File: src/source/csd_pkg.sv
/*
 * Shared widths, lane count and default CSD digit masks for the multiplier bank,
 * the per-lane term row type and a digit counting helper
 */
package csd_pkg;

    localparam int sample_w  = 16;
    localparam int prod_w    = 32;
    localparam int coef_w    = 12;  // Largest coefficient magnitude fits 12 bits signed
    localparam int num_lanes = 4;
    localparam int digit_w   = 16;
    localparam int max_terms = 6;

    // -835 = 2^8 + 2^0 - 2^10 - 2^6 - 2^2
    localparam logic [digit_w-1:0] lane0_pos = 16'h0101;
    localparam logic [digit_w-1:0] lane0_neg = 16'h0444;

    // -146 = -2^7 - 2^4 - 2^1
    localparam logic [digit_w-1:0] lane1_pos = 16'h0000;
    localparam logic [digit_w-1:0] lane1_neg = 16'h0092;

    // 1221 = 2^10 + 2^8 + 2^2 + 2^0 - 2^6
    localparam logic [digit_w-1:0] lane2_pos = 16'h0505;
    localparam logic [digit_w-1:0] lane2_neg = 16'h0040;

    // 367 = 2^9 - 2^7 - 2^4 - 2^0
    localparam logic [digit_w-1:0] lane3_pos = 16'h0200;
    localparam logic [digit_w-1:0] lane3_neg = 16'h0091;

    typedef logic [max_terms-1:0][prod_w-1:0] term_rows;

    // Number of set bits in mask below bit position pos
    function automatic int ones_below(logic [digit_w-1:0] mask, int pos);
        int n;
        n = 0;
        for (int i = 0; i < digit_w; i++) begin
            if (i < pos && mask[i]) begin
                n++;
            end
        end
        return n;
    endfunction

endpackage

File: src/source/term_gen.sv
/*
 * Input stage of the CSD multiplier bank.
 * Sign-extends the sample, forms shifted and inverted CSD terms per lane
 * and registers them with the valid strobe.
 */
module term_gen #(
    parameter logic [csd_pkg::num_lanes-1:0][csd_pkg::digit_w-1:0] pos_masks = {
        csd_pkg::lane3_pos, csd_pkg::lane2_pos, csd_pkg::lane1_pos, csd_pkg::lane0_pos
    },
    parameter logic [csd_pkg::num_lanes-1:0][csd_pkg::digit_w-1:0] neg_masks = {
        csd_pkg::lane3_neg, csd_pkg::lane2_neg, csd_pkg::lane1_neg, csd_pkg::lane0_neg
    }
) (
    input  logic                                      clk,
    input  logic                                      rst_n,
    input  logic signed [csd_pkg::sample_w-1:0]       x,
    input  logic                                      in_valid,
    output csd_pkg::term_rows [csd_pkg::num_lanes-1:0] terms,
    output logic                                      term_valid
);

    localparam int ext_w = csd_pkg::prod_w - csd_pkg::sample_w;

    logic [csd_pkg::prod_w-1:0]                x_ext;
    csd_pkg::term_rows [csd_pkg::num_lanes-1:0] term_d;

    assign x_ext = {{ext_w{x[csd_pkg::sample_w-1]}}, x};

    for (genvar l = 0; l < csd_pkg::num_lanes; l++) begin : g_lane
        localparam logic [csd_pkg::digit_w-1:0] used = pos_masks[l] | neg_masks[l];
        localparam int n_used = csd_pkg::ones_below(used, csd_pkg::digit_w);

        // Each nonzero digit lands in the next free slot, lowest digit first
        for (genvar k = 0; k < csd_pkg::digit_w; k++) begin : g_digit
            if (used[k] && csd_pkg::ones_below(used, k) < csd_pkg::max_terms) begin : g_term
                localparam int slot = csd_pkg::ones_below(used, k);
                if (neg_masks[l][k]) begin : g_neg
                    assign term_d[l][slot] = ~(x_ext << k);  // +1 added in csa_tree
                end else begin : g_pos
                    assign term_d[l][slot] = x_ext << k;
                end
            end
        end

        for (genvar s = 0; s < csd_pkg::max_terms; s++) begin : g_pad
            if (s >= n_used) begin : g_zero
                assign term_d[l][s] = '0;
            end
        end

        a_no_overlap: assert property (@(posedge clk) (pos_masks[l] & neg_masks[l]) == '0)
            else $error("lane %0d has a digit in both masks", l);

        a_csd_form: assert property (@(posedge clk) (used & (used << 1)) == '0)
            else $error("lane %0d has adjacent nonzero digits", l);

        a_term_count: assert property (@(posedge clk) n_used <= csd_pkg::max_terms)
            else $error("lane %0d needs %0d terms", l, n_used);
    end

    always_ff @(posedge clk) begin
        if (in_valid) begin
            terms <= term_d;
        end
    end

    always_ff @(posedge clk) begin
        if (!rst_n) begin
            term_valid <= 1'b0;
        end else begin
            term_valid <= in_valid;
        end
    end

    a_x_known: assert property (@(posedge clk) disable iff (!rst_n)
        in_valid |-> !$isunknown(x))
        else $error("in_valid with unknown sample");

endmodule

File: src/source/csa_tree.sv
/*
 * Carry-save reduction per lane.
 * Adds the inversion correction row and compresses all rows with
 * 3:2 compressor levels down to a registered sum row and carry row.
 */
module csa_tree #(
    parameter logic [csd_pkg::num_lanes-1:0][csd_pkg::digit_w-1:0] neg_masks = {
        csd_pkg::lane3_neg, csd_pkg::lane2_neg, csd_pkg::lane1_neg, csd_pkg::lane0_neg
    }
) (
    input  logic                                               clk,
    input  logic                                               rst_n,
    input  csd_pkg::term_rows [csd_pkg::num_lanes-1:0]          terms,
    input  logic                                               term_valid,
    output logic [csd_pkg::num_lanes-1:0][csd_pkg::prod_w-1:0] sum_row,
    output logic [csd_pkg::num_lanes-1:0][csd_pkg::prod_w-1:0] carry_row,
    output logic                                               tree_valid
);

    localparam int n_rows = csd_pkg::max_terms + 1;  // Terms plus correction row

    // Rows left after a given number of compressor levels
    function automatic int rows_at(int level);
        int n;
        n = n_rows;
        for (int i = 0; i < level; i++) begin
            n = n - n / 3;
        end
        return n;
    endfunction

    function automatic int levels_needed();
        int lvl;
        lvl = 0;
        for (int i = 0; i < n_rows; i++) begin
            if (rows_at(i) > 2) begin
                lvl = i + 1;
            end
        end
        return lvl;
    endfunction

    localparam int n_levels = levels_needed();

    logic [csd_pkg::num_lanes-1:0][csd_pkg::prod_w-1:0] sum_d;
    logic [csd_pkg::num_lanes-1:0][csd_pkg::prod_w-1:0] carry_d;

    for (genvar l = 0; l < csd_pkg::num_lanes; l++) begin : g_lane
        // One +1 for every inverted term
        localparam logic [csd_pkg::prod_w-1:0] corr =
            csd_pkg::ones_below(neg_masks[l], csd_pkg::digit_w);

        logic [csd_pkg::prod_w-1:0] node [n_levels+1][n_rows];
        logic [csd_pkg::prod_w-1:0] row_total;  // Sum of all input rows

        for (genvar r = 0; r < csd_pkg::max_terms; r++) begin : g_in
            assign node[0][r] = terms[l][r];
        end
        assign node[0][csd_pkg::max_terms] = corr;

        for (genvar v = 0; v < n_levels; v++) begin : g_level
            localparam int cnt = rows_at(v);
            localparam int grp = cnt / 3;

            for (genvar g = 0; g < grp; g++) begin : g_csa
                assign node[v+1][2*g] = node[v][3*g] ^ node[v][3*g+1] ^ node[v][3*g+2];
                assign node[v+1][2*g+1] = ((node[v][3*g] & node[v][3*g+1]) |
                                           (node[v][3*g+1] & node[v][3*g+2]) |
                                           (node[v][3*g] & node[v][3*g+2])) << 1;
            end

            for (genvar r = 3 * grp; r < cnt; r++) begin : g_pass
                assign node[v+1][r - grp] = node[v][r];  // Leftover rows skip this level
            end

            for (genvar r = cnt - grp; r < n_rows; r++) begin : g_idle
                assign node[v+1][r] = '0;
            end
        end

        assign sum_d[l]   = node[n_levels][0];
        assign carry_d[l] = node[n_levels][1];

        always_comb begin
            row_total = '0;
            for (int r = 0; r < n_rows; r++) begin
                row_total = row_total + node[0][r];
            end
        end

        // Compressors keep the total of all rows modulo 2^prod_w
        a_sum_kept: assert property (@(posedge clk) disable iff (!rst_n)
            term_valid |-> (sum_d[l] + carry_d[l]) == row_total)
            else $error("lane %0d rows lost in reduction", l);
    end

    always_ff @(posedge clk) begin
        if (term_valid) begin
            sum_row   <= sum_d;
            carry_row <= carry_d;
        end
    end

    always_ff @(posedge clk) begin
        if (!rst_n) begin
            tree_valid <= 1'b0;
        end else begin
            tree_valid <= term_valid;
        end
    end

endmodule

File: src/source/carry_prop_stage.sv
/*
 * Output stage of the multiplier bank.
 * Carry-propagate add of each lane's sum and carry rows into the registered products.
 */
module carry_prop_stage (
    input  logic                                               clk,
    input  logic                                               rst_n,
    input  logic [csd_pkg::num_lanes-1:0][csd_pkg::prod_w-1:0] sum_row,
    input  logic [csd_pkg::num_lanes-1:0][csd_pkg::prod_w-1:0] carry_row,
    input  logic                                               tree_valid,
    output logic signed [csd_pkg::prod_w-1:0]                  y0,
    output logic signed [csd_pkg::prod_w-1:0]                  y1,
    output logic signed [csd_pkg::prod_w-1:0]                  y2,
    output logic signed [csd_pkg::prod_w-1:0]                  y3,
    output logic                                               out_valid
);

    // Significant width of any product of a sample and a lane coefficient
    localparam int used_w = csd_pkg::sample_w + csd_pkg::coef_w;

    logic [csd_pkg::num_lanes-1:0][csd_pkg::prod_w-1:0] y_q;

    always_ff @(posedge clk) begin
        if (tree_valid) begin
            for (int l = 0; l < csd_pkg::num_lanes; l++) begin
                y_q[l] <= sum_row[l] + carry_row[l];  // Wraps mod 2^prod_w
            end
        end
    end

    always_ff @(posedge clk) begin
        if (!rst_n) begin
            out_valid <= 1'b0;
        end else begin
            out_valid <= tree_valid;
        end
    end

    assign y0 = y_q[0];
    assign y1 = y_q[1];
    assign y2 = y_q[2];
    assign y3 = y_q[3];

    for (genvar l = 0; l < csd_pkg::num_lanes; l++) begin : g_range
        a_sign_ext: assert property (@(posedge clk) disable iff (!rst_n)
            out_valid |-> (&y_q[l][csd_pkg::prod_w-1:used_w-1] ||
                           ~|y_q[l][csd_pkg::prod_w-1:used_w-1]))
            else $error("lane %0d product out of range: %h", l, y_q[l]);
    end

endmodule

File: src/source/csd_mult_bank.sv
/*
 * Top level of the four-lane CSD constant multiplier bank.
 * Term generation, carry-save tree and carry-propagate stage, three cycles in total.
 */
module csd_mult_bank #(
    parameter logic [csd_pkg::digit_w-1:0] lane0_pos = csd_pkg::lane0_pos,
    parameter logic [csd_pkg::digit_w-1:0] lane1_pos = csd_pkg::lane1_pos,
    parameter logic [csd_pkg::digit_w-1:0] lane2_pos = csd_pkg::lane2_pos,
    parameter logic [csd_pkg::digit_w-1:0] lane3_pos = csd_pkg::lane3_pos,
    parameter logic [csd_pkg::digit_w-1:0] lane0_neg = csd_pkg::lane0_neg,
    parameter logic [csd_pkg::digit_w-1:0] lane1_neg = csd_pkg::lane1_neg,
    parameter logic [csd_pkg::digit_w-1:0] lane2_neg = csd_pkg::lane2_neg,
    parameter logic [csd_pkg::digit_w-1:0] lane3_neg = csd_pkg::lane3_neg
) (
    input  logic                                clk,
    input  logic                                rst_n,
    input  logic signed [csd_pkg::sample_w-1:0] x,
    input  logic                                in_valid,
    output logic signed [csd_pkg::prod_w-1:0]   y0,
    output logic signed [csd_pkg::prod_w-1:0]   y1,
    output logic signed [csd_pkg::prod_w-1:0]   y2,
    output logic signed [csd_pkg::prod_w-1:0]   y3,
    output logic                                out_valid
);

    localparam logic [csd_pkg::num_lanes-1:0][csd_pkg::digit_w-1:0] pos_masks = {
        lane3_pos, lane2_pos, lane1_pos, lane0_pos
    };
    localparam logic [csd_pkg::num_lanes-1:0][csd_pkg::digit_w-1:0] neg_masks = {
        lane3_neg, lane2_neg, lane1_neg, lane0_neg
    };

    csd_pkg::term_rows [csd_pkg::num_lanes-1:0]         terms;
    logic                                               term_valid;
    logic [csd_pkg::num_lanes-1:0][csd_pkg::prod_w-1:0] sum_row;
    logic [csd_pkg::num_lanes-1:0][csd_pkg::prod_w-1:0] carry_row;
    logic                                               tree_valid;

    term_gen #(
        .pos_masks (pos_masks),
        .neg_masks (neg_masks)
    ) term_gen_inst (
        .clk        (clk),
        .rst_n      (rst_n),
        .x          (x),
        .in_valid   (in_valid),
        .terms      (terms),
        .term_valid (term_valid)
    );

    csa_tree #(
        .neg_masks (neg_masks)  // Sizes the correction row
    ) csa_tree_inst (
        .clk        (clk),
        .rst_n      (rst_n),
        .terms      (terms),
        .term_valid (term_valid),
        .sum_row    (sum_row),
        .carry_row  (carry_row),
        .tree_valid (tree_valid)
    );

    carry_prop_stage carry_prop_stage_inst (
        .clk        (clk),
        .rst_n      (rst_n),
        .sum_row    (sum_row),
        .carry_row  (carry_row),
        .tree_valid (tree_valid),
        .y0         (y0),
        .y1         (y1),
        .y2         (y2),
        .y3         (y3),
        .out_valid  (out_valid)
    );

endmodule

File: config.mk
export PLATFORM = sky130hd
export DESIGN_NAME = csd_mult_bank
export DESIGN_NICKNAME = d
export VERILOG_FILES = /design/src/source/csd_pkg.sv /design/src/source/term_gen.sv /design/src/source/csa_tree.sv /design/src/source/carry_prop_stage.sv /design/src/source/csd_mult_bank.sv
export SDC_FILE = /design/constraint.sdc
export NUM_CORES = 1
export LEC_CHECK = 0
export BUFFER_PORTS_ARGS = -buffer_cell sky130_fd_sc_hd__buf_2
export CORE_MARGIN = 5
export CORE_UTILIZATION = 57
export CTS_CLUSTER_DIAMETER = 100
export DETAILED_ROUTE_END_ITERATION = 10
export PLACE_DENSITY = 0.74
export SLEW_MARGIN = 20
export SYNTH_ARGS = -nofsm -noshare
export SYNTH_HDL_FRONTEND = slang
export SYNTH_HIERARCHICAL = 1
export SYNTH_SLANG_ARGS = --single-unit
File: constraint.sdc
create_clock -name clk -period 19.4 [get_ports clk]
set_clock_uncertainty 0.05 [all_clocks]
set_input_delay 2.91 -clock clk [delete_from_list [all_inputs] [get_ports clk]]
set_output_delay 2.91 -clock clk [all_outputs]
set_load 0.05 [all_outputs]
; ---- Word-level counts from Yosys, hierarchy flattened
; Cells that the tools add are included.
[totals]
reg_bits = 687
input_bits = 19
out_inout_bits = 129
wordCells = 128
[classes]
n_addsub = 4
bitwise = 97
[ops]
columns = op, count
row1 = 31-bit AND, 34
row2 = 32-bit bitwise XOR, 27
row3 = 31-bit OR, 18
row4 = 32-bit NOT, 7
row5 = 31-bit by 2-bit OR with 31-bit output, 6
row6 = 32-bit adder, 4
row7 = 31-bit by 1-bit OR with 31-bit output, 1
row8 = 2-bit NOT, 3
row9 = 1-bit NOT, 1

; ---- Depth between registers and ports, before layout
[depth]
depth_word = 12
ltp_mapped = 12
mapped_depth_nobuf = 11

; ---- Hierarchy
; The synthesis kept the hierarchy.
[by_module_without_submodules]
columns = mod, instances, cells_per_inst, area_per_inst_um2, seq_area_each_um2
row1 = csa_tree, 1, 1028, 19695.1, 7557.2
row2 = carry_prop_stage, 1, 965, 10004.6, 3863.7
row3 = term_gen, 1, 788, 6580.1, 980.9

; ---- Worst setup path before layout
; No wires, ideal clock.
[synth_path]
path_kind = register to register
start = register term_gen_inst.term_valid
end = register csa_tree_inst/carry_row[100] (netlist name), enable pin
setup_time_ns = 0.637
t_arrival_ns = 5.785
t_required_ns = 18.713
setup_slack_ns = 12.928
stages_incl_launch_ff = 1
n_path_buf = 0
synth_period_minus_slack_ns = 6.472
path_cell_list = dfxtp_1
[synth_rtl]
columns = item, line_no
row1 = "start, declared", term_gen.sv:19  ; output logic term_valid
row2 = "start signal, assigned", term_gen.sv:71  ; term_valid <= in_valid;
row3 = "end signal, assigned", csa_tree.sv:100  ; carry_row <= carry_d;
row4 = "end, declared", csa_tree.sv:16  ; output logic [csd_pkg::num_lanes-1:0][csd_pkg::prod_w-1:0] carry_row,
; No word-level cell between the ends.

; ---- Worst setup path in the final report
[layout_path]
start = register carry_prop_stage_inst.y_q, in the netlist carry_prop_stage_inst/y1[13]
end = output port y1[13] (netlist name)
[layout_rtl]
columns = item, line_no
row1 = "start, declared", carry_prop_stage.sv:21  ; logic [csd_pkg::num_lanes-1:0][csd_pkg::prod_w-1:0] y_q;
row2 = "start signal, assigned by index", carry_prop_stage.sv:26  ; y_q[l] <= sum_row[l] + carry_row[l];
row3 = "end, declared", csd_mult_bank.sv:20  ; output logic signed [csd_pkg::prod_w-1:0] y1,
; No word-level cell between the ends.

==> impl_metrics.tcl <==
set metrics [dict create \
    path_max_fanout 1 \
    clockRootBuffer "clkbuf_16" \
    path_class "reg -> out" \
    leakagePower_nw 15.0 \
    grt_pass1_vias 19300 \
    clock-sinks 414 \
    dr_total_vias 17400 \
    drtIter0Drc 1000 \
    final_common_cell "fa_1" \
    critPathBufInv 1 \
    powerDensity_nw_per_um2 130 \
    setup_viol 0 \
    dp_hpwl_um 46000 \
    area_delta_synth_final_pct -2.81 \
    cts_resized 0 \
    die_w_um 262 \
    initial_core_util_pct 57.5 \
    finalHoldViolCount 0 \
    num_rows 92 \
    cts_tree "built" \
    report.final.slew_viol_count 0 \
    synth-edff-count 411 \
    io_buffer_count 147 \
    gp_congestion 0.887 \
    avgViaCountPerCell 5.07 \
    tns_ps 0 \
    netlist-cell-type-count 75 \
    ir_drop_mv 0.0818 \
    clock_path_buffers 3 \
    max_freq_mhz 241 \
    post-route-min-period_ps 4150 \
    clock_latency_ps 580 \
    cts_htree_levels 2 \
    avgSynthCellArea_um2 13.0 \
    min_period_over_period_pct 21.4 \
    worst-slew-pin-transition_ps 939 \
    outcome "finished, final reports clean" \
    postCtsSetupBuffers 0 \
    antenna_found_initial 8 \
    nets 3299 \
    grtUsageTotal_pct 17.5 \
    max_cap_violations 0 \
    netlist_instances 2781 \
    cpPeakStageDelay_ps 340 \
    ant_nets 0 \
    cts_hold_buf 0 \
    startpoint_type "flip-flop" \
    die_area_um2 68800 \
    cts_buffers 48 \
    worstPathCellList "buf_2" \
    drive_gt1_share_pct 9.88 \
    synth_top_flop_cell "edfxtp_1" \
    floorplan.core_area_um2 63100 \
    holdWs_ps 502 \
    grt_pass1_wl_um 96600 \
    crit_slowest_cell "edfxtp_1" \
    routed_wire_length_per_instance_um 17.3 \
    wirelength_um 59300 \
    cp.required_ps 16440 \
    cp-end-kind "output pin" \
    grt_setup_unrepaired "no" \
    clk_pin_slew_worst_paths_ps 60 \
    drcViolationCount 0 \
    grt-ovfl-total 0 \
    hold_class "reg -> reg" \
    critPathTopFamily "flip-flops" \
    firstDrtPassIters 5 \
    final_cell_mix "fa_1 (492), edfxtp_1 (411), conb_1 (313), ha_1 (244), inv_1 (161)" \
    die_h_um 262 \
    yosysWarnings 6 \
    postSynth.asyncResetShare_pct 0 \
    cp.arrival_ps 1190 \
    io_pins 148 \
    grt_max_degree 67 \
    ys_ff_latch 414 \
    ys_seq_area_share_pct 34.2 \
    maxSlewHeadroom_pct 37.4 \
    synth_area_um2 36300 \
]
per-layer routing:
metal,share of wire (%),track usage (%),vias up
met5,0.094,0,-
met4,3.7,5.92,8
met3,5.3,3.27,121
met2,53,31.7,430
met1,38,21.3,8907
li1,-,-,7928
cell usage after synthesis, types with 12 or more instances:
cell,n,area share [%]
nand4_1,14,0.24
xor2_1,48,1.2
nor2_1,44,0.46
fa_1,492,27
a21oi_1,114,1.6
xnor2_1,98,2.4
buf_4,742,15
inv_1,161,1.7
a21o_1,59,1.2
edfxtp_1,411,34
a31oi_1,13,0.22
nand2_1,63,0.65
nand2b_1,12,0.21
and3_1,14,0.24
o21ai_1,12,0.17
o21ai_0,48,0.66
ha_1,244,8.4
o21bai_1,15,0.31
nand3_1,30,0.41
metrics by stage:
stage	cell area [um2]	worst slack, ps	utilization [%]	total power, W	instances
finish	35300	15250	55.9	0.00457	3432
global route	35200	14940	55.9	0.00496	3427
CTS	35200	15200	55.9	0.00463	3427
detailed placement	33700	15250	53.4	0.00369	3340
global placement	33700	15290	53.4	0.00360	3340
floorplan	37400	12930	-	0.00325	3091
registers in the layout, indices dropped and copies added (netlist names):
register	flops
term_gen_inst/term_valid	1
csa_tree_inst/tree_valid	1
term_gen_inst/terms	32
csa_tree_inst/sum_row	128
carry_prop_stage_inst/out_valid	1
carry_prop_stage_inst/y3	32
carry_prop_stage_inst/y1	32
carry_prop_stage_inst/y2	32
csa_tree_inst/carry_row	123
carry_prop_stage_inst/y0	32
final timing paths:
| check | startpoint | to | slack, ps | cells past startpoint |
|---|---|---|---|---|
| worst max register to register | term_gen_inst/terms[433] | csa_tree_inst/sum_row[93] | 15310 | 10 |
| worst min-delay path | csa_tree_inst/sum_row[0] | carry_prop_stage_inst/y0[0] | 500 | 1 |
| worst max-delay path | carry_prop_stage_inst/y1[13] | y1[13] | 15250 | 1 |
| worst min register to register | csa_tree_inst/sum_row[0] | carry_prop_stage_inst/y0[0] | 500 | 1 |
where the power goes:
group	leakage (nW)	switching (W)	internal (W)
clock	0.753	0.000370	0.000541
sequential	4.00	0.000106	0.00141
combinational	10.3	0.00125	0.000898
total	15.0	0.00172	0.00285
cell type report:
class | instances | area, um2
fillers | 5123 | 27800
multi-input cells | 1763 | 18800
flip-flops and latches | 414 | 12400
clock buffers | 56 | 1250
well taps | 846 | 1060
repair buffers | 156 | 803
inverters | 161 | 604
clock inverters | 31 | 312
diodes | 5 | 12.5
kinds of logic (layout without fill, tap and decap cells):
| group | after synthesis | count (layout) | synth area share (%) |
|---|---|---|---|
| buffers and inverters | 914 | 404 | 17.2 |
| xor gates and xnor gates | 150 | 150 | 3.77 |
| adders and majority gates | 736 | 736 | 35.6 |
| DFF | 414 | 414 | 34.2 |
| AOI/OAI and AO/OA | 341 | 341 | 6.21 |
| and+or+nand+nor | 223 | 223 | 3.06 |
| other | 3 | 318 | 0.0310 |
Note: power is estimated with default switching activity, not from simulation.
